$ cat config.mk
export PLATFORM = sky130hd
export DESIGN_NAME = cache_req_decode
export DESIGN_NICKNAME = d
export VERILOG_FILES = /design/src/verilog/cache_pkg.sv /design/src/verilog/cache_req_decode.sv
export VERILOG_INCLUDE_DIRS = /design/src /design/src/verilog
export SDC_FILE = /design/constraint.sdc
export NUM_CORES = 1
export LEC_CHECK = 0
export ABC_CLOCK_PERIOD_IN_PS = 1300
export CAP_MARGIN = 5
export CORE_ASPECT_RATIO = 0.9
export CORE_MARGIN = 1.5
export CORE_UTILIZATION = 45
export DETAILED_ROUTE_END_ITERATION = 12
export DONT_BUFFER_PORTS = 1
export SYNTH_ARGS = -nofsm -noshare
export SYNTH_HDL_FRONTEND = slang
export SYNTH_SLANG_ARGS = --single-unit
$ cat constraint.sdc
create_clock -name clk -period 1.3 [get_ports clk]
set_clock_uncertainty 0.1 [all_clocks]
set_input_delay 0 -clock clk [delete_from_list [all_inputs] [get_ports clk]]
set_output_delay 0 -clock clk [all_outputs]
set_load 0.01 [all_outputs]
$ cat src/verilog/cache_macros.svh
`ifndef CACHE_MACROS_SVH
`define CACHE_MACROS_SVH

// cache geometry
`define CACHE_WAYS       4
`define CACHE_SETS       16

// address split: tag | set | byte offset
`define CACHE_TAG_W      23
`define CACHE_SET_W      4
`define CACHE_OFS_W      5

// one line, as moved on the memory port
`define CACHE_LINE_W     256
`define CACHE_LINE_BYTES 32

`endif

$ cat src/verilog/cache_pkg.sv
`default_nettype none

`include "cache_macros.svh"

package cache_pkg;

    typedef struct packed {
        logic [`CACHE_TAG_W-1:0] tag;
        logic [`CACHE_SET_W-1:0] set;
        logic [`CACHE_OFS_W-1:0] ofs;
    } addr_fields_t;

    // cpu request, as held by the cpu until ufp_resp
    typedef struct packed {
        addr_fields_t addr;
        logic [3:0]   rmask;
        logic [3:0]   wmask;
        logic [31:0]  wdata;
    } cache_req_t;

    typedef logic [`CACHE_LINE_W-1:0]     line_t;
    typedef logic [`CACHE_LINE_BYTES-1:0] line_mask_t;
    typedef logic [1:0]                   way_idx_t;
    // tree bits: [2] root, [1] ways 0/1, [0] ways 2/3
    typedef logic [2:0]                   plru_t;

    typedef enum logic [1:0] {
        s_idle,
        s_comp,
        s_alloc,
        s_wb
    } state_t;

    // one store write; way fields and plru bits go to the same set
    typedef struct packed {
        logic                    en;
        way_idx_t                way;
        line_mask_t              mask;
        line_t                   data;
        logic [`CACHE_TAG_W-1:0] tag;
        logic                    valid;
        logic                    dirty;
        logic                    plru_en;
        plru_t                   plru;
    } way_write_t;

endpackage

`default_nettype wire

$ cat src/verilog/cache_req_decode.sv
`timescale 1ns/1ps
`default_nettype none

`include "cache_macros.svh"

module cache_req_decode (
    input  wire logic                    clk,
    input  wire logic                    rst,
    input  wire logic [31:0]             ufp_addr,
    input  wire logic [3:0]              ufp_rmask,
    input  wire logic [3:0]              ufp_wmask,
    input  wire logic [31:0]             ufp_wdata,
    input  wire logic                    in_idle,
    output cache_pkg::cache_req_t        req,
    output logic [`CACHE_SET_W-1:0]      rd_set
);
    import cache_pkg::*;

    cache_req_t live_req;
    cache_req_t req_q;

    // live request split into fields
    always_comb begin
        live_req.addr  = addr_fields_t'(ufp_addr);
        live_req.rmask = ufp_rmask;
        live_req.wmask = ufp_wmask;
        live_req.wdata = ufp_wdata;
    end

    // capture on every idle cycle, hold while busy
    always_ff @(posedge clk) begin
        if (rst) begin
            req_q <= '0;
        end else if (in_idle) begin
            req_q <= live_req;
        end
    end

    // idle shows the live request so the controller sees it arrive
    assign req = in_idle ? live_req : req_q;

    // register not loaded yet while idle, so read set comes from the pins
    assign rd_set = in_idle ? live_req.addr.set : req_q.addr.set;

endmodule

`default_nettype wire

=== After elaboration in Yosys (flattened, before gate mapping) ===
Index checks and enable logic that the tools add are counted.

* Flip-flop bits (word level): 72
* Input bits: 75
* Output and inout bits: 76
* Logic and storage cells: 8

* Multiplexer cells: 2

{| class="wikitable"
|+ Operators by type and width
! operator !! count
|-
| $mux 72 || 1
|-
| $mux 4 || 1
|}

=== Logic depth before layout (Yosys ltp) ===
* Depth in word-level cells: 1
* Gate-level depth with buffers: 4
* Mapped depth without buffers: 2

=== Worst setup path before layout ===
OpenSTA, ideal clock, no wires.

* Path kind: input-to-reg
* Start: in in_idle
* End: reg req_q[45] (netlist bit)
* Library setup time: 0.128 ns
* Data arrival time: 0.749 ns
* Data required time: 1.072 ns
* Slack: 0.323 ns
* Stages on the path: 4
* Buffers on the path: 2
* Cells stage by stage: buf_6 > buf_6 > mux2_4 > nor2b_1

* Word-level cells in the longest chain between the ends: 1

{| class="wikitable"
|+ RTL lines
! item !! line !! text
|-
| from (decl) || cache_req_decode.sv:13 || <nowiki>input wire logic in_idle,</nowiki>
|-
| $mux 72 || -- ||
|-
| to (signal assigned) || cache_req_decode.sv:35 || <nowiki>req_q <= live_req;</nowiki>
|-
| to (decl) || cache_req_decode.sv:20 || <nowiki>cache_req_t req_q;</nowiki>
|}

Every way passes these cells.
A chain may end at the register's enable or synchronous reset.

=== Final worst setup path ===
* Start: reg req_q[46] (netlist bit)
* End: out req[46] (netlist bit)

* Word-level cells in the longest chain between the ends: 1

{| class="wikitable"
|+ RTL lines
! item !! line !! text
|-
| $mux 72 || -- ||
|-
| to (decl) || cache_req_decode.sv:14 || <nowiki>output cache_pkg::cache_req_t req,</nowiki>
|}

Every way passes these cells.

==> impl_metrics.csv <==
group,metric,value,unit
setup_path,required,1.20,ns
clock_network,clk_pin_slew,0.07,ns
sta,fin_crit,1.05,ns
final_layout,regMostFlops,"req_q",
route,dr_wl_met2,2310,µm
clock_network,clk_path_buf_depth,2,
logic_synthesis,synth_area_leader_cell,"dfxtp_1",
logic_synthesis,ys_ff_latch,72,
logic_synthesis,synth_warnings,0,
placement,dp_slack,0.342,ns
floorplanning,pin_count,151,
clock_network,htree_levels,3,
route,drc,0,
run,cap_violations,0,
setup_path,startpoint_type,"register",
floorplanning,die_h,81.9,µm
placement,dpl.hpwl,3350,µm
floorplanning,coreArea,6620,µm²
hold_path,min-delay-start,"rst",
clock_network,cts_buffers,9,
route,totalWireLength,5250,µm
final_layout,fin_nets,302,
placement,place_congestion,0.622,
outcome,violations,"hold timing",
logic_synthesis,synth_edf_count,0,
logic_synthesis,async_flop_share,0,%
route,first_pass_iters,2,
outcome,outcome,"finished, violations left",
grt,antenna_found_initial,0,
final_layout,largest_register_ffs,72,
grt,grt_pass1_wl,7890,µm
floorplanning,start_util,47.1,%
logic_synthesis,synthTopCellsByArea,"dfxtp_1 46%, mux2_4 34%, nor2b_1 14%, buf_6 2.9%, buf_4 0.96%",
setup_path,reg2reg_to,"req_q[45]",
setup_path,path_class,"reg2out",
route,dr_wl_met3,602,µm
clock_network,clk_latency,0.33,ns
sta,final-setup-viol-count,0,
logic_synthesis,syn_area,3120,µm²
route,wire_per_inst,16.3,µm
setup_path,slowest_delay,0.31,ns
logic_synthesis,yosys-top-cells-count,"72 x dfxtp_1, 72 x nor2b_1, 70 x mux2_4",
clock_network,cts-resized-gates,0,
logic_synthesis,synth_cell_types,7,
floorplanning,die_width,90.7,µm
setup_path,arrival,0.95,ns
clock_network,post_cts_buffers,0,
route,num_vias,1552,
grt,groute.usage.overall,14.1,%
clock_network,tritoncts,"yes",
logic_synthesis,synth-seq-area-share,46.3,%
route,via_per_inst,4.82,
route,drt-met1-wl,2200,µm
sta,worst_pin_slew,0.109,ns
sta,hold_slack,-0.371,ns
floorplanning,die_area,7430,µm²
hold_path,holdPathEnd,"req_q[23]",
setup_path,path_cells,"mux2_4",
logic_synthesis,syn_area_per_cell,13.2,µm²
route,ant_nets,0,
sta,finalHoldViolCount,72,
power_and_ir_drop,irDropWorstVdd,0.905,mV
final_layout,stdcell_count,322,
placement,port-buffer-count,0,
setup_path,rr_startpoint,"req_q[45]",
sta,max_freq,952,MHz
setup_path,critical_path_buf_inv_count,0,
setup_path,cp-end-kind,"output port",
logic_synthesis,syn_nets,311,
logic_synthesis,synth_flop_cell,"dfxtp_1",
final_layout,diodes,0,
placement,dp_cells,306,
route,drt-initial-drc-count,46,
final_layout,area_delta_synth_final,5.86,%
logic_synthesis,syn_inst,236,
clock_network,cts_sinks,72,
floorplanning,rows,28,
grt,grt_overflow,0,
hold_path,min_path_type,"in2reg",
setup_path,cp_slowest_cell,"dfxtp_1",
setup_path,worst-r2r-cell-count,2,
power_and_ir_drop,p_leak,0.00145,µW
clock_network,cts-root-buf,"clkbuf_8",
setup_path,critPathMaxFanout,3,
hold_path,hold_depth,1,
final_layout,drive_gt1_share,37.9,%
power_and_ir_drop,p_per_area,1470,nW/µm²
sta,slew_headroom,92.7,%
logic_synthesis,yosysTopAreaCellShare,46.3,%
grt,grt_max_degree,73,
setup_path,crit_family,"flip-flops",
setup_path,startpoint,"req_q[46]",
grt,grt_pass1_vias,1611,
sta,rsz0062_at_grt,"no",
sta,timing.setup.tns,0,ns
route,routed.top_layer,"met4",
final_layout,top_regs,"req_q (72)",
sta,worst_slack,0.249,ns
sta,period_share,80.8,%
sta,slew_violations,0,
setup_path,r2r_slack,0.34,ns
-- cells in the final DEF (no fill, tap or decap), drive strengths merged --
cell and count:
nor2b 72, dfxtp 72, mux2 72, clkbuf 10, clkinv 3, bufinv 2, clkinvlp 1
-- cell families after synthesis --
logic type | synth area share, %
buffers and inverters | 4.82
muxes | 34.5
and+or+nand+nor | 14.5
DFF | 46.3
-- final cells by class --
class                   count  area (µm²)
fillers                   589        3320
multi-input cells         144        1520
flip-flops and latches     72        1440
clock buffers              10         138
well taps                  90         113
clock inverters             6        82.6
-- power breakdown --
group	switching [µW]	internal (µW)
Clock	787	1120
Sequential	35.4	2340
Combinational	231	350
Total	1050	3810
-- stage by stage --
stage	cell area [µm²]	total power [µW]	util, %
after floorplan	3120	3060	-
after global placement	3080	3000	46.5
after detailed placement	3080	3000	46.5
after CTS	3300	4940	49.8
after global routing	3300	5060	49.8
final	3300	4860	49.8
-- routing by layer --
layer  GRT usage, %  up-vias
met2           21.1       93
met4           8.10        0
met5              0        -
li1               -      747
met3           8.06       12
met1           15.9      700
-- how the worst max path moves through the flow --
stage | endpoint | cells after the start
after floorplan | req_q[45] | 4
after global placement | req_q[48] | 2
after detailed placement | req_q[45] | 2
after CTS | req[48] | 1
after global routing | rd_set[3] | 1
final | req[46] | 1
No activity file was read; power rests on OpenSTA's default activity.
