`src/verilog/cache_macros.svh`:
```
`ifndef CACHE_MACROS_SVH
`define CACHE_MACROS_SVH

// cache geometry
`define CACHE_WAYS       4
`define CACHE_SETS       16

// address split: tag | set | byte offset
`define CACHE_TAG_W      23
`define CACHE_SET_W      4
`define CACHE_OFS_W      5

// one line, as moved on the memory port
`define CACHE_LINE_W     256
`define CACHE_LINE_BYTES 32

`endif

```
`src/verilog/cache_pkg.sv`:
```
`default_nettype none

`include "cache_macros.svh"

package cache_pkg;

    typedef struct packed {
        logic [`CACHE_TAG_W-1:0] tag;
        logic [`CACHE_SET_W-1:0] set;
        logic [`CACHE_OFS_W-1:0] ofs;
    } addr_fields_t;

    // cpu request, as held by the cpu until ufp_resp
    typedef struct packed {
        addr_fields_t addr;
        logic [3:0]   rmask;
        logic [3:0]   wmask;
        logic [31:0]  wdata;
    } cache_req_t;

    typedef logic [`CACHE_LINE_W-1:0]     line_t;
    typedef logic [`CACHE_LINE_BYTES-1:0] line_mask_t;
    typedef logic [1:0]                   way_idx_t;
    // tree bits: [2] root, [1] ways 0/1, [0] ways 2/3
    typedef logic [2:0]                   plru_t;

    typedef enum logic [1:0] {
        s_idle,
        s_comp,
        s_alloc,
        s_wb
    } state_t;

    // one store write; way fields and plru bits go to the same set
    typedef struct packed {
        logic                    en;
        way_idx_t                way;
        line_mask_t              mask;
        line_t                   data;
        logic [`CACHE_TAG_W-1:0] tag;
        logic                    valid;
        logic                    dirty;
        logic                    plru_en;
        plru_t                   plru;
    } way_write_t;

endpackage

`default_nettype wire

```
`src/verilog/cache_word_io.sv`:
```
`timescale 1ns/1ps
`default_nettype none

`include "cache_macros.svh"

module cache_word_io (
    input  cache_pkg::cache_req_t   req,
    input  cache_pkg::line_t        hit_line,
    output logic [31:0]             rdata,
    output cache_pkg::line_t        merge_line,
    output cache_pkg::line_mask_t   merge_mask
);
    import cache_pkg::*;

    // word slot within the line
    logic [`CACHE_OFS_W-3:0] word_idx;
    logic [31:0]             word;

    assign word_idx = req.addr.ofs[`CACHE_OFS_W-1:2];
    assign word     = hit_line[word_idx*32 +: 32];

    // bytes outside rmask read as zero
    always_comb begin
        for (int b = 0; b < 4; b++) begin
            rdata[b*8 +: 8] = req.rmask[b] ? word[b*8 +: 8] : 8'h00;
        end
    end

    // wdata goes in its slot, only the wmask bytes get written
    always_comb begin
        merge_line = '0;
        merge_mask = '0;
        merge_line[word_idx*32 +: 32] = req.wdata;
        merge_mask[word_idx*4 +: 4]   = req.wmask;
    end

endmodule

`default_nettype wire
```
`config.mk`:
```
export PLATFORM = sky130hd
export DESIGN_NAME = cache_word_io
export DESIGN_NICKNAME = d
export VERILOG_FILES = /design/src/verilog/cache_pkg.sv /design/src/verilog/cache_word_io.sv
export VERILOG_INCLUDE_DIRS = /design/src /design/src/verilog
export SDC_FILE = /design/constraint.sdc
export NUM_CORES = 1
export LEC_CHECK = 0
export ABC_AREA = 1
export CAP_MARGIN = 20
export CELL_PAD_IN_SITES_DETAIL_PLACEMENT = 0
export CELL_PAD_IN_SITES_GLOBAL_PLACEMENT = 2
export CORE_AREA = 8 8 244 246
export DETAILED_ROUTE_END_ITERATION = 8
export DIE_AREA = 0 0 252 254
export DONT_BUFFER_PORTS = 1
export GPL_TIMING_DRIVEN = 0
export PLACE_DENSITY_LB_ADDON = 0.2
export SETUP_SLACK_MARGIN = 0.02
export SYNTH_ARGS = -nofsm -noshare
export SYNTH_HDL_FRONTEND = slang
export SYNTH_SLANG_ARGS = --single-unit
```
`constraint.sdc`:
```
create_clock -name vclk -period 5.5
set_input_delay 1.65 -clock vclk [all_inputs]
set_output_delay 1.65 -clock vclk [all_outputs]
set_load 0.02 [all_outputs]
```
; ---- Word level (Yosys, flattened, before mapping)
; Index checks and enable logic that the tools add are counted.
[word_totals]
register_bits = 0
out_inout_bits = 320
wordCells = 13
[classes]
n_addsub = 2
shift = 5
n_mux = 4
bitwise = 2
[ops]
columns = cell, count
row1 = AND 256 bit, 1
row2 = variable shift 32 x 34 -> 256 bit (first input constant), 1
row3 = variable part select 256 x 9 -> 32 bit, 1
row4 = variable part select 32 x 34 -> 256 bit, 1
row5 = negator 5 -> 34 bit, 1
row6 = negator 8 -> 34 bit, 1
row7 = variable shift 4 x 34 -> 32 bit (first input constant), 1
row8 = variable part select 4 x 34 -> 32 bit, 1
row9 = AND 32 bit, 1
row10 = 2-to-1 mux 8 bit, 4

; ---- Longest topological paths before layout
[logic_depth]
word_depth = 3
ltp_mapped = 13
ltp_nobuf = 8

; ---- Least setup slack after synthesis
; OpenSTA, ideal clock, no wires.
[synth_timing]
path_type = input -> output
startpoint = input port req[42] (netlist name)
endpoint = output port merge_line[26]
arrival_time_ns = 3.748
required_ns = 3.850
setup_slack_ns = 0.102
stages = 13
path_buffers = 6
cell_sequence = buf_4 > clkinv_2 > buf_2 > buf_2 > ha_1 > ha_1 > clkbuf_1 > inv_1 > nand4_1 > or2_1 > buf_4 > buf_6 > nor2_1
[synth_via]
elab_chain_len = 3
elab_cells_between_ends = 4
cone_classes = add/sub: 1 / shift: 2 / bitwise: 1
[synth_rtl]
columns = item, line_no
row1 = from (decl), cache_word_io.sv:7  ; input cache_pkg::cache_req_t req,
row2 = negator 8 -> 34 bit *, cache_word_io.sv:33  ; merge_line[word_idx*32 +: 32] = req.wdata;
row3 = variable part select 32 x 34 -> 256 bit / variable shift 32 x 34 -> 256 bit (equally long branches), cache_word_io.sv:33
row4 = AND 256 bit (no source line) *, n/a
row5 = to (decl), cache_word_io.sv:10  ; output cache_pkg::line_t merge_line,
; Every way passes the cells marked *; elsewhere a longest branch is shown, timed or not.

; ---- Worst setup path in the final report
[layout_timing]
startpoint = input port req[43] (netlist name)
endpoint = output port merge_line[12]
; The elaborated chain is that of the path after synthesis.

==> out/results.txt <==
core area = 55700 um2
Cell Area, Synth = 5640 um2
placed cell areas = 6590 um2
Final min period = 5270 ps
GRT Total Usage = 15.0%
Peak VDD IR = 0.0233 mV
WS Path Type = in -> out
fin. max-slew vios = 0
P per Cell Area = 76.9 nW/um2
area occupied by multi-input gates = 5300 um2
full die area = 64000 um2
pin count of the biggest net entering global routing = 21
synth warn = 0
chip height = 254 um
FILL cells = 6833
Slowest cell on crit path = buf_6
Final Hold Vio Count = 0
routed vias = 8358
HP Class = in -> out
row cnt = 87
synthesized instance count = 1355
num sequential = 0
CP peak stage delay = 280 ps
Final ANT Viol Nets = 0
Synth Area per Inst = 4.16 um2
fin cells = 2112
initial antenna violation count = 5
I/O Pins = 648
MaxCap Viol Count = 0
Hold Path Origin = req[5]
Iter 0 DRT Violations = 343
FF+latch area = 0 um2
syn_nets = 1689
Max-slew headroom = 47.2%
sequential area share after synthesis = 0%
worst-path maximum fanout = 20
DR DRC count = 0
fmax = 0.190 GHz
vias in the first global route = 8756
CP dominant cell by count = buf_6
drt wl/cell = 24.5 um
1st-pass router iterations = 5
Startpoint Class = input port
crit path capture type = output port
Pwr Total = 0.000615 W
layout cells sized above 1 = 27.2%
worst-path cell chain = inv_1, buf_6, ha_2, ha_4, inv_4, nand4_1, or2_1, buf_6, buf_12, nor2_2
outcome = completed
WP data arrival = 3620 ps
Min Hold Slack = 3440 ps
final setup fails = 0
Final Cycle Share = 95.9%
RSZ-0062 raised after global routing = false
port bufs = 0
actual slew at the worst max-slew pin = 792 ps
# nets final = 1691
design area = 7990 um2
crit path launch = req[43]
Total Wirelength = 51800 um
GPL Wtd Cong = 0.869
Vias/cell = 3.96
Placed Instances = 2111
Synth cell types = 18
CP required = 3850 ps
# clk buffers = 0
LEAKAGE = 3.73 nW
Die Wd = 252 um
gr ovfl total = 0
initial core utilization = 10.1%
Area Overhead vs Synth = 41.7%
Fin Setup TNS = 0 ps
first-pass GRT wire length = 70500 um
hpwl dp = 44700 um
==> cells by family (layout without fill, tap and decap cells) <==
family                   Yosys count  after routing  synth area share, %
other                              0              1                    0
adder cells (fa/ha/maj)            6              6                 1.33
AND/OR/NAND/NOR                  952            952                 70.1
buffers and inverters            397            397                 28.5
==> area by class of cell <==
class | instances | share of cell area [%]
inverter | 299 | 14.2
buffer | 95 | 7.17
multi-input combinational | 958 | 66.3
tap | 756 | 11.8
antenna | 1 | 0.0313
timing repair buffer | 3 | 0.438
==> through the flow <==
stage | utilization [%] | worst slack, ps
floorplan | - | 102
global placement | 11.8 | -1250
detailed placement | 11.8 | -1240
CTS | 14.2 | 40.8
global route | 14.3 | 71.8
finish | 14.3 | 225
==> cell usage in the layout (no fill, tap or decap), types with 2 or more instances in the layout <==
cell type,n
clkbuf_2,2
clkbuf_8,2
nand2_2,3
nor2_2,169
buf_2,40
ha_2,2
nor2_4,97
buf_4,22
clkbuf_1,12
nand3_1,227
nand3_2,5
buf_6,5
nor2_1,82
inv_1,296
buf_12,2
nor3_2,6
nand2_1,353
buf_1,11
nand3_4,7
ha_1,3
==> cell usage after synthesis <==
library cell | number | area share (%)
nor3_1 | 6 | 0.53
ha_1 | 6 | 1.3
nand3_1 | 238 | 21
buf_2 | 55 | 4.9
nand4_2 | 1 | 0.22
nand3_4 | 1 | 0.31
clkbuf_1 | 18 | 1.2
nand4_1 | 1 | 0.11
clkinv_1 | 1 | 0.066
buf_1 | 15 | 1.0
buf_6 | 3 | 0.60
nor2_1 | 328 | 22
nand2_1 | 356 | 24
inv_1 | 297 | 20
clkinv_2 | 1 | 0.089
nor2_2 | 20 | 2.2
buf_4 | 7 | 0.93
or2_1 | 1 | 0.11
==> per-layer routing <==
layer  up-vias  wire [um]  GRT usage (%)
li1       3944          -              -
met1      3950      18900           15.7
met2       397      27600           29.3
met3        57       4220           4.50
met4        10       1060           2.63
met5         -         62              0
==> path summary, 6_finish.rpt <==
check | to | slack (ps) | cells past startpoint
worst max-delay path | merge_line[12] | 230 | 10
worst min-delay path | merge_line[133] | 3440 | 2
==> what timing repair did <==
item / CTS / global route
hold buffers: 0 / 0
gates resized for setup: 399 / 21
pin swaps: 15 / 2
gates cloned: 0 / 0
buffers inserted: 3 / 0
setup endpoints to repair: 288 / 55
hold endpoints to repair: 0 / 0
==> power breakdown <==
| part | leakage (nW) | switching, W | total [W] | internal (W) |
|---|---|---|---|---|
| combinational | 3.73 | 0.000466 | 0.000615 | 0.000149 |
| clock | 0.00000634 | 0 | 0.0000000000262 | 0.0000000000262 |
| sequential | 0 | 0 | 0 | 0 |
==> worst max-delay path: cells and delay by family <==
kind | cells | cell delay [ps]
simple gates | 3 | 530
fa+ha+maj | 2 | 510
buf+inv | 5 | 900
Power figures use the tool's default switching activity.
