===== config.mk =====
export PLATFORM = sky130hd
export DESIGN_NAME = cache_hit_check
export DESIGN_NICKNAME = d
export VERILOG_FILES = /design/src/verilog/cache_pkg.sv /design/src/verilog/cache_hit_check.sv
export VERILOG_INCLUDE_DIRS = /design/src /design/src/verilog
export SDC_FILE = /design/constraint.sdc
export NUM_CORES = 1
export LEC_CHECK = 0
export BUFFER_PORTS_ARGS = -buffer_cell sky130_fd_sc_hd__buf_4
export CORE_MARGIN = 5
export CORE_UTILIZATION = 30
export DETAILED_ROUTE_END_ITERATION = 8
export GPL_TIMING_DRIVEN = 0
export PLACE_DENSITY_LB_ADDON = 0.08
export SLEW_MARGIN = 10
export SYNTH_ARGS = -nofsm -noshare
export SYNTH_HDL_FRONTEND = slang
export SYNTH_SLANG_ARGS = --single-unit

===== constraint.sdc =====
create_clock -name vclk -period 1.9
set_clock_uncertainty 0.15 [all_clocks]
set_input_delay 0.19 -clock vclk [all_inputs]
set_output_delay 0.19 -clock vclk [all_outputs]
set_load 0.005 [all_outputs]

===== src/verilog/cache_macros.svh =====
`ifndef CACHE_MACROS_SVH
`define CACHE_MACROS_SVH

// cache geometry
`define CACHE_WAYS       4
`define CACHE_SETS       16

// address split: tag | set | byte offset
`define CACHE_TAG_W      23
`define CACHE_SET_W      4
`define CACHE_OFS_W      5

// one line, as moved on the memory port
`define CACHE_LINE_W     256
`define CACHE_LINE_BYTES 32

`endif


===== src/verilog/cache_pkg.sv =====
`default_nettype none

`include "cache_macros.svh"

package cache_pkg;

    typedef struct packed {
        logic [`CACHE_TAG_W-1:0] tag;
        logic [`CACHE_SET_W-1:0] set;
        logic [`CACHE_OFS_W-1:0] ofs;
    } addr_fields_t;

    // cpu request, as held by the cpu until ufp_resp
    typedef struct packed {
        addr_fields_t addr;
        logic [3:0]   rmask;
        logic [3:0]   wmask;
        logic [31:0]  wdata;
    } cache_req_t;

    typedef logic [`CACHE_LINE_W-1:0]     line_t;
    typedef logic [`CACHE_LINE_BYTES-1:0] line_mask_t;
    typedef logic [1:0]                   way_idx_t;
    // tree bits: [2] root, [1] ways 0/1, [0] ways 2/3
    typedef logic [2:0]                   plru_t;

    typedef enum logic [1:0] {
        s_idle,
        s_comp,
        s_alloc,
        s_wb
    } state_t;

    // one store write; way fields and plru bits go to the same set
    typedef struct packed {
        logic                    en;
        way_idx_t                way;
        line_mask_t              mask;
        line_t                   data;
        logic [`CACHE_TAG_W-1:0] tag;
        logic                    valid;
        logic                    dirty;
        logic                    plru_en;
        plru_t                   plru;
    } way_write_t;

endpackage

`default_nettype wire


===== src/verilog/cache_hit_check.sv =====
`timescale 1ns/1ps
`default_nettype none

`include "cache_macros.svh"

module cache_hit_check (
    input  cache_pkg::cache_req_t        req,
    input  wire logic [`CACHE_TAG_W-1:0] tags    [`CACHE_WAYS],
    input  wire logic                    valids  [`CACHE_WAYS],
    input  wire logic                    dirties [`CACHE_WAYS],
    input  cache_pkg::plru_t             plru,
    output logic                         hit,
    output cache_pkg::way_idx_t          hit_way,
    output cache_pkg::way_idx_t          victim_way,
    output logic                         victim_dirty,
    output cache_pkg::plru_t             plru_next
);
    import cache_pkg::*;

    logic [`CACHE_WAYS-1:0] hit_vec;

    // tag compare on valid ways
    always_comb begin
        hit_way = '0;
        for (int w = 0; w < `CACHE_WAYS; w++) begin
            hit_vec[w] = valids[w] && (tags[w] == req.addr.tag);
            if (hit_vec[w]) begin
                hit_way = way_idx_t'(w);
            end
        end
    end

    assign hit = |hit_vec;

    // root picks the half, lower bit picks the way
    always_comb begin
        if (!plru[2]) begin
            victim_way = plru[1] ? 2'd1 : 2'd0;
        end else begin
            victim_way = plru[0] ? 2'd3 : 2'd2;
        end
    end

    // write-back needed only for a valid dirty victim
    assign victim_dirty = valids[victim_way] && dirties[victim_way];

    // point the tree away from the way just used
    always_comb begin
        unique case (hit_way)
            2'd0:    plru_next = {2'b11, plru[0]};
            2'd1:    plru_next = {2'b10, plru[0]};
            2'd2:    plru_next = {1'b0, plru[1], 1'b1};
            default: plru_next = {1'b0, plru[1], 1'b0};
        endcase
    end

    // fills always replace the victim, so a tag never lives in two ways of a set
    always_comb begin
        a_one_hit: assert ($onehot0(hit_vec) || $isunknown(hit_vec));
    end

endmodule

`default_nettype wire


== Yosys cells after proc, flatten, opt, wreduce, memory -nomap -nowiden ==
Index checks and enable logic that the tools add are counted.
Word-level totals
  register bits after elaboration: 0
  bits in latches: 0
  memory bits (writable): 0
  ROM bits: 0
  input port bits: 175
  output and inout port bits: 9
  logic and storage cells: 28
  memories kept: 0
Operators by class
  $add $sub $neg: 0
  $mul: 0
  div/mod/pow operators: 0
  $lt $le $gt $ge: 1
  eq/ne operators: 6
  shift operators: 0
  multiplexer cells: 13
  bitwise gates (word level): 1
  reductions and logical operators: 7
Operators with widths (count)
  $eq 23x23->1: 4
  $pmux 3 s3: 1
  $mux 1: 7
  $mux 2: 3
  $logic_and 1x1->1: 5
  $bmux 1 s2: 2
  $reduce_or 4->1: 1
  $ge 3x3->1 const B: 1
  $not 2->3: 1
  $eq 2x1->1 const B: 1
  $eq 2x2->1 const B: 1
  $logic_not 2->1: 1

== Depth between registers and ports, before layout ==
Gate-level depths: netlist (run 1).
  word-level depth: 7
  mapped depth: 6

== Worst setup path before layout (run 1) ==
OpenSTA, ideal clock, no wires.
  kind: input to output
  start: input req[62] (netlist name)
  end: output plru_next[1]
  arrival: 1452 ps
  data required time: 1560 ps
  setup slack: 108 ps
  cell stages on the path: 6
  buffers on the path: 0
  cell sequence: xor2_1 nor4_1 nand4_1 or3_4 nand2_4 mux2_4
RTL lines
  from (decl): line cache_hit_check.sv:7  | input cache_pkg::cache_req_t req,
  $eq 23x23->1: line cache_hit_check.sv:26  | hit_vec[w] = valids[w] && (tags[w] == req.addr.tag);
  $logic_and 1x1->1: line cache_hit_check.sv:26
  $mux 2: line cache_hit_check.sv:27  | if (hit_vec[w]) begin
  $mux 2 (*): line cache_hit_check.sv:27
  named net hit_way[1]: line cache_hit_check.sv:13  | output cache_pkg::way_idx_t hit_way,
  $eq 2x2->1 (tied with other cells): line cache_hit_check.sv:49  | unique case (hit_way)
  $pmux 3 s3 (*): line cache_hit_check.sv:49
  to (decl): line cache_hit_check.sv:16  | output cache_pkg::plru_t plru_next
Mark *: on every way through the listed nets, which the timed path passes. The rest lies on a longest branch.

== Final worst setup path (run 1) ==
  start: input req[68] (netlist name)
  end: output plru_next[1]
Between the ends
  word-level cells in the longest chain between the ends: 7
Ends and longest elaborated chain (line)
  $eq 23x23->1: cache_hit_check.sv:26
  $logic_and 1x1->1: cache_hit_check.sv:26
  $mux 1: cache_hit_check.sv:27
  $mux 2: cache_hit_check.sv:27
  $mux 2 (*): cache_hit_check.sv:27
  $eq 2x2->1 (tied with other cells): cache_hit_check.sv:49
  $pmux 3 s3 (*): cache_hit_check.sv:49
Every way passes the cells marked *; elsewhere a longest branch is shown, timed or not.

==> results of run 1 <==
## critical path, stage by stage
cell,delay [ns]
buf_4,0.14
xor2_1,0.17
nor4_1,0.27
nand4_1,0.18
or3_4,0.38
nand2_4,0.08
mux2_4,0.30
buf_6,0.11
## report_power, final
| part | leakage (nW) | switching (mW) | internal [mW] |
|---|---|---|---|
| Combinational | 1.07 | 0.190 | 0.300 |
| Sequential | 0 | 0 | 0 |
| Clock | 0 | 0 | 0 |
## per-layer routing
metal / vias up / track usage [%]
li1: 764 / -
met1: 657 / 21.26
met2: 82 / 33.67
met3: 0 / 5.470
met4: 0 / 0
met5: - / 0
## cell families after synthesis
family                 after synthesis  synth area share [%]
XOR/XNOR                            92                 71.56
AND/OR/NAND/NOR                     39                 21.89
AO/OA/AOI/OAI                        5                 2.889
buffers and inverters                3                 1.333
multiplexers                         2                 2.333
## final timing paths
check	from	end	slack [ns]	depth (start not counted)
setup / recovery	req[68]	plru_next[1]	-0.25	8
hold / removal	plru[2]	victim_dirty	0.52	3
## layout by cell type, fill, tap and decap left out, types with 2 or more instances in the layout
master / netlist / routed
xor2_2: 0 / 4
nor4_1: 15 / 8
buf_4: 1 / 125
nand2_1: 2 / 2
xor2_1: 56 / 52
buf_6: 0 / 12
or3_4: 2 / 3
nand4_1: 14 / 14
nor2_1: 2 / 2
nor4_2: 0 / 6
xnor2_1: 36 / 36
## stage by stage
step	hold slack [ns]	util (%)	power, mW	setup TNS, ns
after floorplan	0.2813	-	0.1683	0
after global placement	0.5131	59.88	0.4551	-1.307
after detailed placement	0.5212	59.88	0.4597	-1.302
after CTS	0.5227	63.23	0.4872	-0.9790
after global routing	0.5367	64.42	0.5313	-1.471
final	0.5239	64.42	0.4901	-0.8896
## final cells by class
class | count | share of cell area, %
Buffer | 2 | 0.4775
Inverter | 1 | 0.1592
Multi-Input combinational cell | 138 | 50.98
Tap cell | 48 | 2.546
Timing Repair Buffer | 137 | 45.84
## timing repair
action                     in CTS  in global routing
buffers inserted                2                  1
pin swaps                      14                  8
resized for setup              21                  7
setup endpoints to repair       6                  6
==> results.sh, run 1 <==
export IMPL_pin_count=184
export IMPL_routedLengthMet1_um=1857
export IMPL_ant_nets=0
export IMPL_io_buffers=134
export IMPL_syn_area_sq_um=1126
export IMPL_crit_path_start_kind="input port"
export IMPL_grt_pass1_vias=1556
export IMPL_drtIter0Drc=12
export IMPL_period_minus_slack_ns=2.152
export IMPL_gp_congestion=0.7832
export IMPL_wl_met2_um=2485
export IMPL_finalSetupViolCount=6
export IMPL_synthesis_nets=316
export IMPL_die_area_sq_um=5079
export IMPL_period_share_pct=113.3
export IMPL_dp_cells=323
export IMPL_diodes=0
export IMPL_yosysSeqAreaShare_pct=0
export IMPL_critPathRequiredTime_ns=1.56
export IMPL_post_place_ws_ns=-0.4496
export IMPL_rsz0062_at_grt="yes"
export IMPL_dpl_hpwl_um=4513
export IMPL_wl_per_cell_um=15.21
export IMPL_fp_row_count=22
export IMPL_slew_headroom_pct=70.38
export IMPL_ir_drop_mv=0.1458
export IMPL_firstDrtPassIters=3
export IMPL_synth_cell_types=21
export IMPL_wirelength_um=4959
export IMPL_maxCapViolCount=0
export IMPL_synth_top_area_cell="xor2_1"
export IMPL_status="finished with violations"
export IMPL_num_vias=1503
export IMPL_wl_met3_um=616
export IMPL_synth_warnings=0
export IMPL_grt_usage_pct=17.97
export IMPL_fillers=344
export IMPL_final_cells=326
export IMPL_crit_type="input port to output pin"
export IMPL_place_area_sq_um=2192
export IMPL_top_layer_used="met3"
export IMPL_drc=0
export IMPL_finish_instance_area_sq_um=2359
export IMPL_powerDensity_nw_per_um2=207.8
export IMPL_worst_ep_arrival_time_ns=1.81
export IMPL_p_leak_nw=1.072
export IMPL_drv_slew=0
export IMPL_timing_fmax_ghz=0.4646
export IMPL_grt_max_degree=5
export IMPL_routed_via_density=4.610
export IMPL_nFlopsAndLatches=0
export IMPL_violations="setup timing"
export IMPL_syn_to_final_growth_pct=109.4
export IMPL_overflow=0
export IMPL_max_slew_worst_pin_slew_ns=0.4403
export IMPL_synthTopCellsByCount="xor2_1 (56), xnor2_1 (36), nor4_1 (15)"
export IMPL_num_nets_final=455
export IMPL_die_height_um=71.27
export IMPL_die_w_um=71.27
export IMPL_core_sq_um=3661
export IMPL_clock_buffers=0
export IMPL_syn_avg_cell_area_sq_um=7.986
export IMPL_hp_class="input port to output pin"
export IMPL_start_util_pct=30.76
export IMPL_synthTopCellsByArea="xor2_1 (44%), xnor2_1 (28%), nor4_1 (8.3%)"
export IMPL_drive_gt1_share_pct=56.12
export IMPL_syn_inst=141
export IMPL_cp_max_fo=4
export IMPL_cts_hold_buf=0
export IMPL_multi_input_area_sq_um=1202
export IMPL_grt_pass1_wl_um=7424
export IMPL_yosysMostFrequentCell="xor2_1"
export IMPL_antenna_found_initial=0
export IMPL_setup_slack_ns=-0.2522
export IMPL_seq_area_sq_um=0
export IMPL_endpoint_kind="output pin"
export IMPL_final_hold_viol_count=0
export IMPL_synth_top_cell_area_share_pct=43.56
Power figures use the tool's default switching activity.
==> run 2, diff against run 1 <==
==> constraint.sdc (replaced) <==
create_clock -name vclk -period 1.9
set_clock_uncertainty 0.15 [all_clocks]
set_input_delay 0.19 -clock vclk [all_inputs]
set_output_delay 0.19 -clock vclk [all_outputs]
set_load 0.02 [all_outputs]
==> run 2 against run 1 <==
Effect of this change:
- the run still ends with setup timing left
- total power is 1.5% higher
- sequential share of layout area stayed put
- cell count stayed put
- combinational power is 1% higher
- maximum frequency down 0.78%
- largest power group unchanged
- highest routed layer unchanged
==> results.sh, run 2 (synthesized netlist as in run 1, its figures left out) <==
export IMPL_maxCapViolCount=0
export IMPL_routed_via_density=4.604
export IMPL_final_common_cell="buf_4"
export IMPL_timing_fmax_ghz=0.4610
export IMPL_firstDrtPassIters=3
export IMPL_cp_max_fo=4
export IMPL_period_minus_slack_ns=2.169
export IMPL_drive_gt1_share_pct=56.47
export IMPL_cpMaxStageDelayCell="or3_4"
export IMPL_endpoint_kind="output pin"
export IMPL_final_cell_mix="buf_4 (121), xor2_1 (52), xnor2_1 (36)"
export IMPL_path_cells="buf_4 -> xor2_1 -> nor4_1 -> nand4_1 -> or3_4 -> nand2_4 -> mux2_4 -> buf_6"
export IMPL_utilization_pct=64.83
export IMPL_internal_power_uw=300.0
export IMPL_fillers=342
export IMPL_antenna_found_initial=0
export IMPL_crit_path_max_incr_delay_ns=0.38
export IMPL_timing_hold_ws_ns=0.5457
export IMPL_slew_headroom_pct=70.38
export IMPL_drc=0
export IMPL_die_height_um=71.27
export IMPL_hp_class="input port to output pin"
export IMPL_clock_buffers=0
export IMPL_gp_congestion=0.7832
export IMPL_drv_slew=0
export IMPL_die_w_um=71.27
export IMPL_p_clk_share_pct=0
export IMPL_pin_count=184
export IMPL_violations="setup timing"
export IMPL_finalPower_uw=497.5
export IMPL_num_nets_final=455
export IMPL_grt_usage_pct=18.09
export IMPL_worst_ep_arrival_time_ns=1.83
export IMPL_ir_drop_mv=0.1461
export IMPL_cpLargestDelayFamily="simple AND/OR/NAND/NOR gates"
export IMPL_seq_area_sq_um=0
export IMPL_nFlopsAndLatches=0
export IMPL_core_sq_um=3661
export IMPL_status="finished with violations"
export IMPL_switchingPower_uw=197.4
export IMPL_crit_path_start_kind="input port"
export IMPL_wirelength_um=4977
export IMPL_p_leak_nw=1.076
export IMPL_tns_ns=-1.003
export IMPL_syn_to_final_growth_pct=110.8
export IMPL_dpl_hpwl_um=4513
export IMPL_overflow=0
export IMPL_grt_pass1_vias=1562
export IMPL_drtIter0Drc=14
export IMPL_powerDensity_nw_per_um2=209.6
export IMPL_pwr_share_comb_pct=100.0
export IMPL_fp_row_count=22
export IMPL_diodes=0
export IMPL_final_hold_viol_count=0
export IMPL_finalSetupViolCount=6
export IMPL_swShare_pct=39.68
export IMPL_max_slew_worst_pin_slew_ns=0.4403
export IMPL_setup_slack_ns=-0.2691
export IMPL_critPathRequiredTime_ns=1.56
export IMPL_grt_max_degree=5
export IMPL_crit_type="input port to output pin"
export IMPL_wl_per_cell_um=15.27
export IMPL_grt_pass1_wl_um=7472
export IMPL_num_vias=1501
export IMPL_ant_nets=0
export IMPL_place_area_sq_um=2192
export IMPL_finish_instance_area_sq_um=2374
export IMPL_io_buffers=134
export IMPL_rsz0062_at_grt="yes"
export IMPL_crit_buf_inv=2
export IMPL_start_util_pct=30.76
export IMPL_pwr_share_seq_pct=0
export IMPL_period_share_pct=114.2
export IMPL_die_area_sq_um=5079
## run 2: changes by cell type in the layout (fill, tap and decap cells not counted)
cell / change
buf_4: -4
buf_6: +4
inv_1: -1
inv_2: +1
## run 2: worst paths after layout
kind	slack [ns]	startpoint	end	depth (start not counted)
hold / removal	0.55	plru[2]	victim_dirty	3
setup / recovery	-0.27	req[68]	plru_next[1]	8
## run 2: routing by layer
layer  share of wire (%)  wire, um  global-route usage [%]  up-vias
met1                  37      1856                   21.17      655
met3                  12       614                   5.610        0
met2                  50      2506                   34.08       82
met5                   0         0                       0        -
li1                    -         -                       -      764
met4                   0         0                       0        0
## run 2: final cells by class
class              count  area (sq um)  share of cell area [%]
repair buffers       137          1096                   46.18
inverters              1         3.754                  0.1581
plain buffers          2         11.26                  0.4744
well taps             48         60.06                   2.530
multi-input cells    138          1202                   50.66
## run 2: power by group through the flow
| stage | sequential (mW) | clock (mW) | combinational, mW |
|---|---|---|---|
| floorplan | 0 | 0 | 0.175 |
| global route | 0 | 0 | 0.538 |
| detailed placement | 0 | 0 | 0.467 |
| finish | 0 | 0 | 0.497 |
| global placement | 0 | 0 | 0.462 |
| CTS | 0 | 0 | 0.494 |
## run 2: per-stage QoR
stage / setup WS (ns) / std cells
after detailed placement: -0.4721 / 323
after CTS: -0.3139 / 325
after global routing: -0.3691 / 326
after floorplan: 0.03286 / 141
final: -0.2691 / 326
after global placement: -0.4752 / 323
## run 2: timing repair
action                     in CTS  in global routing
buffers inserted                2                  1
pin swaps                      14                  8
setup endpoints to repair       6                  6
hold buffers                    0                  0
gates resized for setup        24                  9
