==> config.mk <==
export PLATFORM = sky130hd
export DESIGN_NAME = cache_control
export DESIGN_NICKNAME = d
export VERILOG_FILES = /design/src/verilog/cache_pkg.sv /design/src/verilog/cache_control.sv
export VERILOG_INCLUDE_DIRS = /design/src /design/src/verilog
export SDC_FILE = /design/constraint.sdc
export NUM_CORES = 1
export LEC_CHECK = 0
export BUFFER_PORTS_ARGS = -buffer_cell sky130_fd_sc_hd__buf_2
export CORE_AREA = 3 3 592 594
export CTS_BUF_LIST = sky130_fd_sc_hd__clkbuf_8
export CTS_CLUSTER_DIAMETER = 60
export DETAILED_ROUTE_END_ITERATION = 10
export DIE_AREA = 0 0 595 597
export PLACE_DENSITY = 0.3
export SLEW_MARGIN = 0
export SYNTH_ARGS = -nofsm -noshare
export SYNTH_HDL_FRONTEND = slang
export SYNTH_SLANG_ARGS = --single-unit
export TNS_END_PERCENT = 1
==> constraint.sdc <==
create_clock -name clk -period 3.5 [get_ports clk]
set_clock_uncertainty 0.2 [all_clocks]
set_input_delay 0.35 -clock clk [delete_from_list [all_inputs] [get_ports clk]]
set_output_delay 0.35 -clock clk [all_outputs]
set_load 0.005 [all_outputs]
==> src/verilog/cache_macros.svh <==
`ifndef CACHE_MACROS_SVH
`define CACHE_MACROS_SVH

// cache geometry
`define CACHE_WAYS       4
`define CACHE_SETS       16

// address split: tag | set | byte offset
`define CACHE_TAG_W      23
`define CACHE_SET_W      4
`define CACHE_OFS_W      5

// one line, as moved on the memory port
`define CACHE_LINE_W     256
`define CACHE_LINE_BYTES 32

`endif

==> src/verilog/cache_pkg.sv <==
`default_nettype none

`include "cache_macros.svh"

package cache_pkg;

    typedef struct packed {
        logic [`CACHE_TAG_W-1:0] tag;
        logic [`CACHE_SET_W-1:0] set;
        logic [`CACHE_OFS_W-1:0] ofs;
    } addr_fields_t;

    // cpu request, as held by the cpu until ufp_resp
    typedef struct packed {
        addr_fields_t addr;
        logic [3:0]   rmask;
        logic [3:0]   wmask;
        logic [31:0]  wdata;
    } cache_req_t;

    typedef logic [`CACHE_LINE_W-1:0]     line_t;
    typedef logic [`CACHE_LINE_BYTES-1:0] line_mask_t;
    typedef logic [1:0]                   way_idx_t;
    // tree bits: [2] root, [1] ways 0/1, [0] ways 2/3
    typedef logic [2:0]                   plru_t;

    typedef enum logic [1:0] {
        s_idle,
        s_comp,
        s_alloc,
        s_wb
    } state_t;

    // one store write; way fields and plru bits go to the same set
    typedef struct packed {
        logic                    en;
        way_idx_t                way;
        line_mask_t              mask;
        line_t                   data;
        logic [`CACHE_TAG_W-1:0] tag;
        logic                    valid;
        logic                    dirty;
        logic                    plru_en;
        plru_t                   plru;
    } way_write_t;

endpackage

`default_nettype wire

==> src/verilog/cache_control.sv <==
`timescale 1ns/1ps
`default_nettype none

`include "cache_macros.svh"

module cache_control (
    input  wire logic                    clk,
    input  wire logic                    rst,
    input  cache_pkg::cache_req_t        req,
    input  wire logic                    hit,
    input  cache_pkg::way_idx_t          hit_way,
    input  cache_pkg::way_idx_t          victim_way,
    input  wire logic                    victim_dirty,
    input  cache_pkg::plru_t             plru_next,
    input  wire logic [`CACHE_TAG_W-1:0] victim_tag,
    input  cache_pkg::line_t             victim_line,
    input  cache_pkg::line_t             merge_line,
    input  cache_pkg::line_mask_t        merge_mask,
    input  wire logic [`CACHE_LINE_W-1:0] dfp_rdata,
    input  wire logic                    dfp_resp,
    output logic                         in_idle,
    output logic                         ufp_resp,
    output logic [31:0]                  dfp_addr,
    output logic                         dfp_read,
    output logic                         dfp_write,
    output logic [`CACHE_LINE_W-1:0]     dfp_wdata,
    output cache_pkg::way_write_t        wr
);
    import cache_pkg::*;

    state_t state;
    state_t state_next;

    always_ff @(posedge clk) begin
        if (rst) begin
            state <= s_idle;
        end else begin
            state <= state_next;
        end
    end

    assign in_idle = (state == s_idle);

    always_comb begin
        state_next = state;
        ufp_resp   = 1'b0;
        dfp_addr   = '0;
        dfp_read   = 1'b0;
        dfp_write  = 1'b0;
        dfp_wdata  = '0;
        wr         = '0;
        unique case (state)
            s_idle: begin
                // arrays read this cycle and compared in the next
                if ((req.rmask | req.wmask) != 4'b0000) begin
                    state_next = s_comp;
                end
            end
            s_comp: begin
                if (hit) begin
                    ufp_resp = 1'b1;
                    // write hit merges bytes and marks the line dirty
                    if (req.wmask != 4'b0000) begin
                        wr.en    = 1'b1;
                        wr.way   = hit_way;
                        wr.mask  = merge_mask;
                        wr.data  = merge_line;
                        wr.tag   = req.addr.tag;
                        wr.valid = 1'b1;
                        wr.dirty = 1'b1;
                    end
                    wr.plru_en = 1'b1;
                    wr.plru    = plru_next;
                    state_next = s_idle;
                end else if (victim_dirty) begin
                    state_next = s_wb;
                end else begin
                    state_next = s_alloc;
                end
            end
            s_alloc: begin
                // line fill from memory with the offset cleared
                dfp_read = 1'b1;
                dfp_addr = {req.addr.tag, req.addr.set, {`CACHE_OFS_W{1'b0}}};
                if (dfp_resp) begin
                    wr.en      = 1'b1;
                    wr.way     = victim_way;
                    wr.mask    = '1;
                    wr.data    = dfp_rdata;
                    wr.tag     = req.addr.tag;
                    wr.valid   = 1'b1;
                    wr.dirty   = 1'b0;
                    // idle again so the held request hits on its second lookup
                    state_next = s_idle;
                end
            end
            s_wb: begin
                // victim line out at its own address
                dfp_write = 1'b1;
                dfp_addr  = {victim_tag, req.addr.set, {`CACHE_OFS_W{1'b0}}};
                dfp_wdata = victim_line;
                if (dfp_resp) begin
                    state_next = s_alloc;
                end
            end
            default: begin
                state_next = s_idle;
            end
        endcase
    end

    // memory request and its address held until dfp_resp
    a_dfp_hold: assert property (@(posedge clk) disable iff (rst)
        ((dfp_read || dfp_write) && !dfp_resp) |=>
            ($stable(dfp_read) && $stable(dfp_write) && $stable(dfp_addr)));

endmodule

`default_nettype wire

==> qor.yml, run 1 <==
yosys:
  yosysTopAreaCellShare: 0.464
  syn_area_per_cell_sq_um: 7.22
  synth_edf_count: 0
  synth_top_cells_by_area: "a22o_1, and2_1, buf_2"
  yosys.area_share.simple: 0.356
  synth-main-ff-cell: "dfxtp_1"
  synth-adder-area-share: 0.00944
  synth_top_area_cell: "a22o_1"
  yosys_warnings: 0
  synth_area_sq_mm: 0.00530
  synth_top_family_by_area: "compound AO/OA/AOI/OAI gates"
  synthArstFlopShare: 0
  syn_inst: 735
  synth-seq-area-share: 0.00755
  synth-xor-area-share: 0
  synth.distinct_cells: 26
  synth-seq-cells: 2
  synthMuxAreaShare: 0
  synth-compound-area-share: 0.517
  synth_commonest_cells: "and2_1, a22o_1, buf_2"
  synth.most_common_cell: "and2_1"
floorplanning:
  num_rows: 216
  io_pins: 1519
  die_x_um: 595
  die_height_um: 597
  initial_core_util: 0.0153
run_status:
  firstError: "[ERROR GPL-0305] RePlAce diverged during gradient descent calculation, resulting in an invalid step length (Inf or NaN). This is often caused by numerical instability ..."
  outcome: "aborted with a tool error"
  stop_stage: "3_3_place_gp"
placed_design:
  port_buffers: 1476
==> cell families after synthesis <==
family          after synthesis
compound gates              318
fa+ha+maj                     4
buf+inv                     109
flops                         2
other cells                   1
simple gates                301
==> run 2, diff against run 1 <==
--- a/config.mk
+++ b/config.mk
@@ -8,11 +8,9 @@
 export LEC_CHECK = 0
 export BUFFER_PORTS_ARGS = -buffer_cell sky130_fd_sc_hd__buf_2
 export CORE_AREA = 3 3 592 594
-export CTS_BUF_LIST = sky130_fd_sc_hd__clkbuf_8
-export CTS_CLUSTER_DIAMETER = 60
 export DETAILED_ROUTE_END_ITERATION = 10
 export DIE_AREA = 0 0 595 597
-export PLACE_DENSITY = 0.3
+export PLACE_DENSITY_LB_ADDON = 0.15
 export SLEW_MARGIN = 0
 export SYNTH_ARGS = -nofsm -noshare
 export SYNTH_HDL_FRONTEND = slang
==> run 2 against run 1 <==
The run now ends clean. Area after synthesis is the same. Synthesized cell count unchanged.
==> qor.yml, run 2 <==
global_route:
  grt_pass1_wl_um: 272000
  first_global_vias: 13800
  track_usage: 0.130
  grt_overflow: 0
  grt_start_max_net_pins: 75
  antenna_found_initial: 367
yosys:
  synth.distinct_cells: 26
  synth-seq-area-share: 0.00755
  synthArstFlopShare: 0
  synth.most_common_cell: "and2_1"
  synth_top_area_cell: "a22o_1"
  synth-seq-cells: 2
  synth-main-ff-cell: "dfxtp_1"
  yosysTopAreaCellShare: 0.464
  syn_area_per_cell_sq_um: 7.22
  syn_inst: 735
  synth_edf_count: 0
  synth_top_cells_by_area: "a22o_1, and2_1, buf_2"
  synth_commonest_cells: "and2_1, a22o_1, buf_2"
  yosys_warnings: 0
  synth_area_sq_mm: 0.00530
clock_network:
  clkSinkCount: 2
  cts.reportedPaths.clkPinSlew_ns: 0.03
  clk_path_buf_depth: 2
  cts_tree: "yes"
  clockRootBuffer: "clkbuf_16"
  htree_levels: 1
  clk_latency_ns: 0.22
  postCtsHoldBufs: 0
  cts_resized: 0
  cts_post_setup_buffers_inserted: 0
  cts_made_buffers: 3
floorplanning:
  die_height_um: 597
  io_pins: 1519
  dieArea_sq_mm: 0.355
  die_x_um: 595
  core_area_sq_mm: 0.346
  num_rows: 216
  initial_core_util: 0.0153
setup_path:
  crit_cells: 8
  endpoint: "wr[114]"
  reg2reg_from: "state[0]$_SDFFE_PP0P_"
  endpoint_kind: "primary output"
  cpMostUsedCell: "buf_12"
  critPathMaxFanout: 46
  cpMaxStageDelayCell: "dfxtp_1"
  crit_chain: "inv_1 -> ha_1 -> nand3_1 -> nor2_4 -> buf_12 -> buf_12 -> a22o_1 -> buf_12"
  cp_slowest_stage_delay_ns: 0.47
  startpoint_type: "flop"
  reg2regPathDepth: 6
  reg2reg_to: "state[0]$_SDFFE_PP0P_"
  path_buf_inv: 4
  rrSetupSlack_ns: 1.42
  cp_top_family: "buffers and inverters"
  crit_path_start: "state[1]$_SDFFE_PP0P_"
  worstSetupPathType: "reg -> out"
  required_ns: 2.95
  arrival_ns: 2.67
detailed_routing:
  wirelength_um: 243000
  drt_iter0_drc: 1195
  ant_nets: 0
  viasPerCell: 2.14
  drt-wirelength-per-cell_um: 34.9
  first_pass_iters: 7
  vias: 14900
  drc_errors: 0
layout:
  final_cell_mix: "buf_2, and2_1, a22o_1"
  largest_register_ffs: 2
  reg.largest.list: "state: 2 flops"
  final_common_cell: "buf_2"
  finish.instance_area_sq_mm: 0.0193
  drive_gt1_frac: 0.708
  top_register: "state"
  syn_to_final_growth_pct: 264
  fin_nets: 3052
power:
  p_total_uw: 1460
  ir_worst_vdd_uv: 78.4
  p_leak_uw: 0.00933
  power_density_mw_per_mm2: 75.4
sta:
  tns_ns: 0
  slew_headroom: 0.579
  hold_slack_ns: 0.273
  timing.fmax_mhz: 310
  hold_violations: 0
  slew_viol_final: 0
  rsz0062_at_grt: "no"
  min_period_over_period: 0.921
  period_minus_slack_ns: 3.22
  worst_slew_pin_slew_ns: 0.632
  setup_viol: 0
run:
  drv_cap: 0
placed_design:
  port_buffers: 1476
  place_area_sq_mm: 0.0186
  dp_hpwl_um: 230000
  gp_congestion: 1.23
run_status:
  outcome: "finished clean"
worst_hold_path:
  min_path_type: "in -> reg"
-- run 2: cell counts after synthesis --
Identical to the previous run, type by type.
-- run 2: report_power, final --
| group | internal, uW | total [uW] | switching (uW) | leakage [uW] |
|---|---|---|---|---|
| Combinational | 556 | 1260 | 702 | 0.00928 |
| Sequential | 24.6 | 26.9 | 2.34 | 0.0000165 |
| Clock | 145 | 172 | 26.4 | 0.0000386 |
| Total | 726 | 1460 | 730 | 0.00933 |
-- run 2: metrics by stage --
stage | std cells | util | worst slack (ns)
CTS | 6717 | 0.0540 | 0.232
global placement | 6714 | 0.0538 | 0.486
finish | 6971 | 0.0559 | 0.278
floorplan | 739 | - | 1.32
global route | 6906 | 0.0554 | 0.131
detailed placement | 6714 | 0.0538 | 0.470
-- run 2: final cells by class --
type                    instances  area (sq um)
diodes                        254           636
repair buffers               1504          8090
flip-flops and latches          2          40.0
fillers                     41300        326000
clock buffers                   3          75.1
inverters                       2          7.51
well taps                    4578          5730
multi-input cells             628          4740
-- run 2: logic make-up (layout without fill, tap and decap cells) --
kind of cell | after synthesis | after routing | share of synthesized area
compound gates | 318 | 318 | 0.517
other cells | 1 | 259 | 0.000707
buf+inv | 109 | 1509 | 0.110
flops | 2 | 2 | 0.00755
simple gates | 301 | 301 | 0.356
fa+ha+maj | 4 | 4 | 0.00944
-- run 2: worst min-delay path by stage --
| stage | from | to | slack [ns] | cells after the start |
|---|---|---|---|---|
| floorplan | dfp_resp | state[1]$_SDFFE_PP0P_ | 0.34 | 2 |
| global placement | rst | state[0]$_SDFFE_PP0P_ | 0.51 | 3 |
| detailed placement | dfp_resp | state[1]$_SDFFE_PP0P_ | 0.50 | 3 |
| CTS | dfp_resp | state[1]$_SDFFE_PP0P_ | 0.27 | 3 |
| global route | rst | state[0]$_SDFFE_PP0P_ | 0.30 | 3 |
| finish | dfp_resp | state[1]$_SDFFE_PP0P_ | 0.27 | 3 |
-- run 2: worst min-delay path, stage by stage --
cell and delay, ns:
buf_2 0.11, o221ai_1 0.11, nand3_1 0.09
-- run 2: routing by layer --
layer	vias to the layer above	track usage	part of all wire
met2	1539	0.224	0.49
li1	5845	-	-
met1	6667	0.112	0.30
met4	188	0.0742	0.062
met3	695	0.0862	0.14
met5	-	0	0.0050
No activity file was read; power rests on OpenSTA's default activity.
==> run 3, diff against run 2 <==
--- a/config.mk
+++ b/config.mk
@@ -6,10 +6,11 @@
 export SDC_FILE = /design/constraint.sdc
 export NUM_CORES = 1
 export LEC_CHECK = 0
-export BUFFER_PORTS_ARGS = -buffer_cell sky130_fd_sc_hd__buf_2
+export BUFFER_PORTS_ARGS = -buffer_cell sky130_fd_sc_hd__buf_4
 export CORE_AREA = 3 3 592 594
 export DETAILED_ROUTE_END_ITERATION = 10
 export DIE_AREA = 0 0 595 597
+export MAX_ROUTING_LAYER = met4
 export PLACE_DENSITY_LB_ADDON = 0.15
 export SLEW_MARGIN = 0
 export SYNTH_ARGS = -nofsm -noshare
==> run 3 against run 2 <==
Via count shrank 8.6%. Clock power is essentially flat. Worst hold slack lost 0.013 ns. Count of clock-buffer cells in the layout is the same. Global-route usage grew 0.64 points.
==> qor.yml, run 3 (synthesis gave the netlist of run 2 again) <==
sta:
  slew_headroom: 0.533
  hold_violations: 0
  timing.fmax_mhz: 318
  setup_viol: 0
  tns_ns: 0
  rsz0062_at_grt: "no"
  slew_viol_final: 0
  setup_ws_ns: 0.351
  min_period_over_period: 0.900
  worst_slew_pin_slew_ns: 0.700
  period_minus_slack_ns: 3.15
  hold_slack_ns: 0.261
run:
  drv_cap: 0
clock_network:
  cts_post_setup_buffers_inserted: 0
  cts.reportedPaths.clkPinSlew_ns: 0.03
  clk_path_buf_depth: 2
  cts_resized: 0
  cts_made_buffers: 3
  clk_latency_ns: 0.22
  postCtsHoldBufs: 0
  htree_levels: 1
  cts_tree: "yes"
  clkSinkCount: 2
  clockRootBuffer: "clkbuf_16"
global_route:
  track_usage: 0.136
  grt_start_max_net_pins: 94
  grt_pass1_wl_um: 277000
  grt_overflow: 0
  antenna_found_initial: 266
  first_global_vias: 13900
layout:
  drive_gt1_frac: 0.709
  fin_nets: 3061
  top_register: "state"
  final_cell_mix: "buf_4, and2_1, a22o_1"
  syn_to_final_growth_pct: 324
  multi_input_area_sq_mm: 0.00474
  nFillCells: 40900
  reg.largest.list: "state: 2 flops"
  largest_register_ffs: 2
  final_common_cell: "buf_4"
  register_area_sq_um: 40.0
setup_path:
  required_ns: 2.95
  cpMaxStageDelayCell: "dfxtp_1"
  reg2reg_from: "state[0]$_SDFFE_PP0P_"
  startpoint_type: "flop"
  endpoint: "wr[230]"
  critPathMaxFanout: 69
  crit_chain: "inv_1 -> ha_1 -> nand3_1 -> nor2_4 -> buf_12 -> buf_12 -> a22o_1 -> buf_4"
  rrSetupSlack_ns: 1.49
  reg2regPathDepth: 6
  arrival_ns: 2.60
  cpMostUsedCell: "buf_12"
  worstSetupPathType: "reg -> out"
  endpoint_kind: "primary output"
  crit_path_start: "state[0]$_SDFFE_PP0P_"
  reg2reg_to: "state[0]$_SDFFE_PP0P_"
  cp_slowest_stage_delay_ns: 0.39
placed_design:
  port_buffers: 1476
  dp_hpwl_um: 234000
  gp_congestion: 1.12
  dp_slack_ns: 0.501
power:
  power_density_mw_per_mm2: 80.1
  p_total_uw: 1800
  ir_worst_vdd_uv: 108
  p_leak_uw: 0.0100
worst_hold_path:
  hp-start: "rst"
  min_path_type: "in -> reg"
  holdPathStages: 4
floorplanning:
  num_rows: 216
  die_height_um: 597
  dieArea_sq_mm: 0.355
  initial_core_util: 0.0153
  die_x_um: 595
  core_area_sq_mm: 0.346
  io_pins: 1519
detailed_routing:
  drc_errors: 0
  ant_nets: 0
  drt_iter0_drc: 589
  drt-wirelength-per-cell_um: 36.1
  viasPerCell: 1.99
  wirelength_um: 247000
  first_pass_iters: 5
  vias: 13700
run_status:
  outcome: "finished clean"
-- run 3: worst min path at each step --
stage | slack (ns) | endpoint
2_1_floorplan | 0.34 | state[1]$_SDFFE_PP0P_
3_3_place_gp | 0.49 | state[0]$_SDFFE_PP0P_
3_5_place_dp | 0.49 | state[0]$_SDFFE_PP0P_
4_1_cts | 0.25 | state[1]$_SDFFE_PP0P_
5_1_grt | 0.27 | state[1]$_SDFFE_PP0P_
6_report | 0.26 | state[1]$_SDFFE_PP0P_
-- run 3: report_power, final --
group	switching [uW]	internal (uW)	total (uW)
Combinational	724	882	1610
Clock	25.1	145	170
Sequential	1.75	24.6	26.3
-- run 3: worst max-delay path, delay by kind of cell (launching register included) --
kind	cells	cell delay (ns)
buffers and inverters	4	0.86
AND/OR/NAND/NOR	2	0.43
flip-flops	1	0.39
adder cells (fa/ha/maj)	1	0.32
AO/OA/AOI/OAI	1	0.32
-- run 3: area by class of cell --
class / instances / share of cell area
flip-flops and latches: 2 / 0.00178
diodes: 119 / 0.0132
well taps: 4578 / 0.255
inverters: 2 / 0.000334
clock buffers: 3 / 0.00334
multi-input cells: 628 / 0.211
repair buffers: 1513 / 0.516
-- run 3: routing by layer --
metal	routed length, um	up-vias	global-route usage	part of all wire
met1	78400	6282	0.121	0.32
li1	-	5713	-	-
met3	32700	370	0.0765	0.13
met5	0	-	-	0
met2	123000	1290	0.237	0.50
met4	12400	0	0.0556	0.050
-- run 3: stage by stage --
step | cells | cell area (sq um) | util
floorplan | 739 | 5320 | -
global placement | 6723 | 22100 | 0.0640
detailed placement | 6723 | 22100 | 0.0640
CTS | 6726 | 22200 | 0.0642
global route | 6844 | 22500 | 0.0651
finish | 6845 | 22500 | 0.0651
